## src/hw/int_exec_pkg.sv

```systemverilog
package int_exec_pkg;

    localparam int XLEN = 64;

    typedef logic [XLEN-1:0] xword_t;
    typedef logic [2:0]      funct3_t;
    typedef logic [6:0]      funct7_t;
    typedef logic [11:0]     imm_i_t;   // Instruction bits 31:20
    typedef logic [19:0]     imm_u_t;   // Instruction bits 31:12

    // Major opcode, instruction bits 6:2
    typedef enum logic [4:0] {
        LUI       = 5'b01101,
        AUIPC     = 5'b00101,
        OP_IMM    = 5'b00100,
        OP_IMM_32 = 5'b00110,
        OP        = 5'b01100,
        OP_32     = 5'b01110
    } opcode_e;

    localparam funct7_t FUNCT7_BASE   = 7'b0000000;
    localparam funct7_t FUNCT7_ALT    = 7'b0100000;  // SUB and SRA
    localparam funct7_t FUNCT7_MULDIV = 7'b0000001;

    localparam funct3_t F3_ADD    = 3'b000;
    localparam funct3_t F3_SLL    = 3'b001;
    localparam funct3_t F3_SLT    = 3'b010;
    localparam funct3_t F3_SLTU   = 3'b011;
    localparam funct3_t F3_XOR    = 3'b100;
    localparam funct3_t F3_SRL    = 3'b101;  // SRL and SRA
    localparam funct3_t F3_OR     = 3'b110;
    localparam funct3_t F3_AND    = 3'b111;

    localparam funct3_t F3_MUL    = 3'b000;
    localparam funct3_t F3_MULH   = 3'b001;
    localparam funct3_t F3_MULHSU = 3'b010;
    localparam funct3_t F3_MULHU  = 3'b011;

    typedef struct packed {
        opcode_e opcode;
        funct3_t funct3;
        funct7_t funct7;
        xword_t  rs1_data;
        xword_t  rs2_data;
        imm_i_t  imm_i;
        imm_u_t  imm_u;
        xword_t  inst_addr;
    } exec_req_t;

    typedef struct packed {
        logic   exception;
        xword_t result;
    } exec_res_t;

endpackage

```

## src/hw/result_arbiter.sv

```systemverilog
`timescale 1ns/100ps

module result_arbiter (
    input  logic                    clk,
    input  logic                    rst,
    input  logic                    i_alu_valid,
    input  logic                    i_mul_valid,
    input  int_exec_pkg::exec_res_t i_alu_res,
    input  int_exec_pkg::exec_res_t i_mul_res,
    output logic                    o_valid,
    output int_exec_pkg::exec_res_t o_res
);

    logic grant_mul;
    logic grant_alu;

    // Multiplier is older, so it always wins a collision
    assign grant_mul = i_mul_valid;
    assign grant_alu = i_alu_valid && !i_mul_valid;

    always_ff @(posedge clk) begin
        if (rst) begin
            o_valid <= 1'b0;
        end else begin
            o_valid <= grant_mul || grant_alu;
        end
    end

    always_ff @(posedge clk) begin
        if (grant_mul) begin
            o_res <= i_mul_res;
        end else if (grant_alu) begin
            o_res <= i_alu_res;
        end
    end

endmodule

```

## config.mk

```make
export PLATFORM = sky130hd
export DESIGN_NAME = result_arbiter
export DESIGN_NICKNAME = d
export VERILOG_FILES = /design/src/hw/int_exec_pkg.sv /design/src/hw/result_arbiter.sv
export SDC_FILE = /design/constraint.sdc
export NUM_CORES = 1
export LEC_CHECK = 0
export ABC_AREA = 1
export BUFFER_PORTS_ARGS = -buffer_cell sky130_fd_sc_hd__buf_2
export CAP_MARGIN = 30
export CORE_UTILIZATION = 41
export CTS_CLUSTER_DIAMETER = 100
export DETAILED_ROUTE_END_ITERATION = 6
export PLACE_DENSITY = 0.88
export SYNTH_ARGS = -nofsm -noshare
export SYNTH_HDL_FRONTEND = slang
export SYNTH_SLANG_ARGS = --single-unit
export TNS_END_PERCENT = 30
```

## constraint.sdc

```tcl
create_clock -name clk -period 3.43 [get_ports clk]
set_input_delay 1.029 -clock clk [delete_from_list [all_inputs] [get_ports clk]]
set_output_delay 1.029 -clock clk [all_outputs]
set_load 0.05 [all_outputs]
```

# Word level (Yosys, flattened, before mapping)
# Index checks and enable logic that the tools add are counted.
# word_totals
regBits	66
output_inout_bits	66
elab_cells	9
# op_classes
n_mux	2
n_reduce_logical	4
# ops
operator	count
two-way mux 65 bit	2
nonzero test 2 bit	1
logical AND 1 bit	1
zero test 1 bit	1
logical OR 1 bit	1

# Longest topological paths before layout
# Gate-level depths: netlist of the first run.
# depth
word_depth	4
ltp_mapped	5
ltp_nobuf	3

# Least setup slack after synthesis of the first run
# OpenSTA, ideal clock, no wires.
# synth_timing
path_type	in2reg
start	in i_mul_valid
end	reg o_res[0] (netlist name) (enable)
t_arrival_ns	2.485
t_required_ns	3.011
setup_slack_ns	0.526
path_stages	3
path_cell_list	buf_4 -> nor2_1 -> inv_1
# synth_via
elab_chain_cells	3
# synth_lines
item	line	rtl
from (decl)	result_arbiter.sv:7	input logic i_mul_valid,
zero test 1 bit	result_arbiter.sv:19	assign grant_alu = i_alu_valid && !i_mul_valid;
logical AND 1 bit	result_arbiter.sv:19	
nonzero test 2 bit (no line) (*)	-	
to (signal assigned)	result_arbiter.sv:31	o_res <= i_mul_res;
to (signal assigned)	result_arbiter.sv:33	o_res <= i_alu_res;
to (decl)	result_arbiter.sv:11	output int_exec_pkg::exec_res_t o_res
# Every way passes the cells marked *; elsewhere a longest branch is shown, timed or not.
# A chain may end at the register's enable or synchronous reset.

# Worst setup path in the final report of the first run
# layout_timing
start	reg o_res[3] (netlist name)
end	out o_res[3] (netlist name)
# No word-level cell between the ends.

==> results of run 1 <==
==> final timing paths <==
| path | slack (ps) | startpoint | endpoint |
|---|---|---|---|
| min | 870 | rst | o_valid$_SDFF_PP0_ |
| max | 1450 | o_res[3]$_DFFE_PP_ | o_res[3] |
==> cells in the mapped netlist (all sizes together) <==
library cell  number  area share
edfxtp            65        0.69
buf               14       0.034
dfxtp              1      0.0071
nor2               2      0.0027
nand2            195        0.26
inv                2      0.0027
==> state kept, by name, indices dropped and copies added, names as in the netlist <==
signal	count
o_res	65
o_valid	1
==> through the flow <==
stage / area, sq um / hold WS (ps) / std cells / util / setup WS, ps
6_report: 3990 / 872 / 560 / 0.614 / 1450
4_1_cts: 3990 / 856 / 560 / 0.614 / 1430
3_5_place_dp: 3830 / 1200 / 544 / 0.590 / 1150
3_3_place_gp: 3830 / 1200 / 544 / 0.590 / 1240
2_1_floorplan: 2810 / 1100 / 279 / - / 526
5_1_grt: 3990 / 860 / 560 / 0.614 / 1350
==> per-layer routing <==
metal  vias up  wire length, um  share of wire  global-route usage
met4         0              182          0.027              0.0940
met3        19              539          0.081              0.0603
met2       128             3450           0.52               0.369
met5         -                0              0                   0
met1      1140             2460           0.37               0.188
li1       1290                -              -                   -
==> power by group <==
part	switching, W	internal [W]	total, W	leakage [nW]
registers	0.0000207	0.000988	0.00101	0.678
clock network	0.000259	0.000262	0.000521	0.0784
logic	0.000435	0.000139	0.000574	1.39
==> logic make-up (layout without fill, tap and decap cells) <==
| family | after synthesis | in the layout | synth area share |
|---|---|---|---|
| buf+inv | 16 | 220 | 0.0365 |
| flops | 66 | 66 | 0.701 |
| simple gates | 197 | 197 | 0.263 |
==> cell type report <==
class / count / area [sq um] / area share
well taps: 77 / 96.3 / 0.0242
repair buffers: 202 / 1020 / 0.255
clock buffers: 14 / 143 / 0.0358
clock inverters: 2 / 10.0 / 0.00251
flip-flops and latches: 66 / 1970 / 0.495
inverters: 2 / 7.51 / 0.00188
multi-input cells: 197 / 739 / 0.185
==> summary.txt, run 1 <==
Power
  • VDD IR max: approximately 0.00027 V
  • Leakage: roughly 2.1 nW
  • Power density over the cells: between 500 and 600 nW/um^2
  • Total power: about 0.0021 W

Logic synthesis
  • Avg Cell Area, Syn: 10.1 sq um
  • Synth warn: 0
  • Cells after Synth: approximately 280
  • Synth cell types: 8
  • FF+latch count, synth: 66
  • Synthesized cell area: ~2800 sq um
  • Register area share after synthesis: 0.701
  • Synth Net Count: 413

Floorplan
  • Die width: approximately 85 um
  • Chip height: roughly 85 um
  • Core footprint: ~6500 sq um
  • Initial Util: 0.433
  • Site Rows: 29
  • Num ports: 200
  • Die area: between 7000 and 8000 sq um

Critical path
  • Worst path bufs/invs: 1
  • CP max FO: 1
  • Critical path depth in cells: 1
  • Startpoint Class: flip-flop
  • Cell-by-cell trace of the critical path: buf_2
  • WP data required: 2400 ps
  • Critical Path Max Stage Delay: approximately 400 ps
  • CP arrival: about 950 ps
  • Endpoint type of the worst setup path: primary output
  • Delay-heaviest family, CP: flip-flops
  • Slowest CP cell: edfxtp_1
  • Setup Crit Path Kind: flip-flop to primary output

Cells and area
  • Fin nets: 612
  • Antenna cells: 0
  • Commonest non-fill, non-tap cell in the layout: buf_2
  • Synth-to-layout area growth: 41.7%
  • FILL cells: approximately 550
  • Most frequent cells in the layout: buf_2 (199), nand2_1 (195), edfxtp_1 (65)
  • Fraction of layout instances using a drive strength above 1: 0.445

Outcome
  • Status: complete, but fails checks
  • Violated checks: DRC

Global route
  • Antenna violations before repair: 0
  • Vias in the first global route: roughly 2600
  • Gr usage total: 0.193
  • First-pass GRT wire length: 10.8 mm
  • Total gr overflow: 0
  • Largest net degree at the start of global routing: between 60 and 70

STA
  • Slew @ Worst Pin: 1000 ps
  • Fin Setup TNS: 0 ps
  • Final Setup Violations: 0
  • Endpoints failing hold: 0
  • Max-slew headroom: 0.331
  • Minimum clock period: 1980 ps
  • RSZ-0062 raised after global routing: no
  • Fmax achieved: just over 500 MHz
  • Slew Viols, Final: 0
  • Fin crit share: 0.576

Clock tree
  • H-tree levels: 3
  • CTS Buf Count: 9
  • CTS tree: yes
  • Root buffer cell: clkbuf_8
  • Worst-case clock buffer depth: 2
  • Post-CTS sizing: 0
  • TritonCTS Sinks: 66
  • # Post-CTS Setup Buffers: 0
  • CTS clk-pin slew, worst paths: 70 ps
  • Hold-fix buffers, CTS: 0

Placed design
  • DP Wirelength: between 4 and 5 mm
  • I/O Buffers: 199
  • GPL Wtd Cong: about 0.76

Worst hold path
  • Hold Path Cell Cnt: 2
  • Hold Crit Class: input pin to flip-flop

Detailed routing
  • Via density: 4.60
  • DR iter-0 viols: around 110
  • Wirelength per Cell: around 12 um
  • Routed WL: roughly 6.6 mm
  • Via count: around 2600
  • Routed Antenna Nets: 0
  • Drt pass-1 iters: 7
  • Residual DRC: 14

Run
  • Max-Cap Viols: 0
No activity file was read; power rests on OpenSTA's default activity.
==> run 2, diff against run 1 <==
--- a/config.mk
+++ b/config.mk
@@ -5,7 +5,7 @@
 export SDC_FILE = /design/constraint.sdc
 export NUM_CORES = 1
 export LEC_CHECK = 0
-export ABC_AREA = 1
+export ABC_AREA = 0
 export BUFFER_PORTS_ARGS = -buffer_cell sky130_fd_sc_hd__buf_2
 export CAP_MARGIN = 30
 export CORE_UTILIZATION = 41
==> constraint.sdc (replaced) <==
create_clock -name clk -period 1.9 [get_ports clk]
set_input_delay 0.57 -clock clk [delete_from_list [all_inputs] [get_ports clk]]
set_output_delay 0.57 -clock clk [all_outputs]
set_load 0.05 [all_outputs]
==> summary.txt, run 2 <==
Critical path
  • Delay-heaviest family, CP: flip-flops (unchanged)
  • Crit. Startpoint: o_res[49]$_DFFE_PP_ (was o_res[3]$_DFFE_PP_)
  • Cell-by-cell trace of the critical path: buf_2 (unchanged)
  • Endpoint type of the worst setup path: primary output (unchanged)
  • Critical Path Max Stage Delay: 400 ps (about the same)
  • Worst path bufs/invs: 1 (unchanged)
  • Startpoint Class: flip-flop (unchanged)
  • CP arrival: 960 ps (was 950 ps)
  • Slowest CP cell: edfxtp_1 (unchanged)
  • Setup Crit Path Kind: flip-flop to primary output (unchanged)
  • WP data required: 1330 ps (was 2400 ps)
  • CP max FO: 1 (unchanged)

Logic synthesis
  • Synth cell types: 9 (was 8)
  • Register area share after synthesis: 0.684 (was 0.701)
  • Top post-synthesis cells by area: edfxtp_1 (68%), mux2_4 (15%), mux2_2 (14%) (was edfxtp_1 (69%), nand2_1 (26%), buf_4 (2.7%))
  • EDFF count, synth: 65 (unchanged)
  • Predominant post-synthesis flop cell: edfxtp_1 (unchanged)
  • Async S/R FF share, synth: 0 (unchanged)
  • Post-synth top cells: edfxtp_1 (65), mux2_2 (37), mux2_4 (28) (was nand2_1 (195), edfxtp_1 (65), buf_4 (10))
  • Most numerous cell in the Yosys netlist: edfxtp_1 (was nand2_1)
  • Most area-hungry cell type in the Yosys netlist: edfxtp_1 (unchanged)
  • Synth Net Count: 274 (was 413)
  • FF+latch count, synth: 66 (unchanged)
  • Avg Cell Area, Syn: 20.6 sq um (was 10.1 sq um)
  • Synth top area share: 0.677 (was 0.694)
  • Synthesized cell area: 2880 sq um (was 2810 sq um)
  • Synth warn: 0 (unchanged)
  • Cells after Synth: 140 (was 279)

Placed design
  • Setup slack at placement: 207 ps (was 1150 ps)
  • DP Wirelength: 4.90 mm (was 4.95 mm)
  • Post-Place Cells: 434 (was 544)
  • GPL Wtd Cong: 0.710 (was 0.756)
  • I/O Buffers: 199 (unchanged)

Power
  • Leakage: 1.97 nW (was 2.14 nW)
  • P_int: 0.00258 W (was 0.00139 W)
  • Total power: 0.00385 W (was 0.00210 W)
  • Power density over the cells: 918 nW/um^2 (was 528 nW/um^2)
  • Sw Pwr: 0.00126 W (was 0.000715 W)
  • Clock network power share: 0.245 (was 0.248)
  • Sw frac: 0.328 (was 0.340)
  • VDD IR max: 0.000492 V (was 0.000268 V)
  • Flop pwr share: 0.473 (was 0.479)
  • Gate power share: 0.283 (was 0.273)

Cells and area
  • Biggest regs: o_res: 65 flops, o_valid: 1 flops (unchanged)
  • Synth-to-layout area growth: 45.5% (was 41.7%)
  • Biggest register: o_res (unchanged)
  • Fraction of layout instances using a drive strength above 1: 0.807 (was 0.445)
  • Fin nets: 483 (was 612)
  • Most frequent cells in the layout: buf_2 (198), edfxtp_1 (65), mux2_2 (37) (was buf_2 (199), nand2_1 (195), edfxtp_1 (65))
  • Commonest non-fill, non-tap cell in the layout: buf_2 (unchanged)
  • Max FFs per register: 65 (unchanged)
  • Antenna cells: 0 (unchanged)
  • Finished Layout Cells: 449 (was 560)

Detailed routing
  • Via count: 2051 (was 2577)
  • Residual DRC: 0 (was 14)
  • Routed Antenna Nets: 0 (unchanged)
  • Routed WL: 6.19 mm (was 6.63 mm)
  • Drt pass-1 iters: 4 (was 7)
  • Via density: 4.57 (was 4.60)
  • Wirelength per Cell: 13.8 um (was 11.8 um)
  • DR iter-0 viols: 26 (was 106)

STA
  • Endpoints failing hold: 0 (unchanged)
  • Final Setup Violations: 0 (unchanged)
  • Fin Setup TNS: 0 ps (unchanged)
  • Fin crit share: 0.805
  • Slew @ Worst Pin: 288 ps (was 1000 ps)
  • Minimum clock period: 1530 ps
  • Worst setup margin: 370 ps (was 1450 ps)
  • Max-slew headroom: 0.809 (was 0.331)
  • Slew Viols, Final: 0 (unchanged)
  • Fmax achieved: roughly 650 MHz
  • RSZ-0062 raised after global routing: no (unchanged)

Clock tree
  • Root buffer cell: clkbuf_8 (unchanged)
  • H-tree levels: 3 (unchanged)
  • # Post-CTS Setup Buffers: 0 (unchanged)
  • Hold-fix buffers, CTS: 0 (unchanged)
  • CTS Buf Count: 9 (unchanged)
  • Worst-case clock buffer depth: 2 (unchanged)
  • CTS tree: yes (unchanged)
  • CTS clk-pin slew, worst paths: 70 ps (about the same)
  • TritonCTS Sinks: 66 (unchanged)
  • Post-CTS sizing: 0 (unchanged)

Global route
  • Gr usage total: 0.169 (was 0.193)
  • Antenna violations before repair: 0 (unchanged)
  • Vias in the first global route: 2063 (was 2644)
  • First-pass GRT wire length: 9.23 mm (was 10.8 mm)
  • Largest net degree at the start of global routing: 36 (was 66)
  • Total gr overflow: 0 (unchanged)

Worst hold path
  • Hold Crit Class: input pin to flip-flop (unchanged)
  • Hold path start: i_alu_valid (was rst)

Floorplan
  • Chip height: 85.8 um (was 84.8 um)
  • Die width: 85.8 um (was 84.8 um)
  • Site Rows: 30 (was 29)
  • Die area: 7370 sq um (was 7200 sq um)
  • Core footprint: 6790 sq um (was 6490 sq um)
  • Num ports: 200 (unchanged)
  • Initial Util: 0.424 (was 0.433)

Run
  • Max-Cap Viols: 0 (unchanged)

Outcome
  • Status: finished, final reports clean (was complete, but fails checks)
[run 2: changes by cell type in the layout (fill, tap and decap cells not counted)]
cell      change
inv_2         -2
o21ba_2       +1
or2_4         +1
clkbuf_1      -3
mux2_2       +37
nor2_1        -2
buf_2         -1
mux2_4       +28
clkinv_2      +2
nand2_1     -195
buf_12        +4
[run 2: cell families (layout without fill, tap and decap cells)]
group	after synthesis	count (layout)	share of synthesized area
buf+inv	7	220	0.0195
compound gates	1	1	0.00347
mux	65	65	0.290
simple gates	1	1	0.00217
flops	66	66	0.684
[run 2: power by group through the flow]
stage | registers (W) | logic [W] | clock network, W
2_1_floorplan | 0.00243 | 0.000197 | 0
5_1_grt | 0.00183 | 0.00113 | 0.00103
3_3_place_gp | 0.00184 | 0.00108 | 0
3_5_place_dp | 0.00185 | 0.00110 | 0
4_1_cts | 0.00182 | 0.00110 | 0.000976
6_report | 0.00182 | 0.00109 | 0.000941
[run 2: metrics by stage]
stage	hold slack (ps)	cell area (sq um)	util
after global routing	482	4190	0.617
after floorplan	696	2880	-
final	490	4190	0.617
after CTS	474	4190	0.617
after global placement	804	4040	0.595
after detailed placement	820	4040	0.595
[run 2: final cells by class]
| class | instances | area, sq um |
|---|---|---|
| clock buffers | 11 | 131 |
| clock inverters | 4 | 20.0 |
| fillers | 541 | 2600 |
| multi-input cells | 67 | 856 |
| flip-flops and latches | 66 | 1970 |
| well taps | 96 | 120 |
| repair buffers | 205 | 1090 |
[run 2: path summary, 6_finish.rpt]
path | endpoint | depth (start not counted)
min | o_valid$_SDFF_PP0_ | 2
max | o_res[49] | 1
[run 2: routing by layer]
layer  GRT usage  vias to the layer above  part of all wire
met2       0.316                      128              0.54
li1            -                      967                 -
met5           0                        -                 0
met1       0.172                      945              0.36
met4      0.0758                        0             0.016
met3      0.0539                       11             0.078
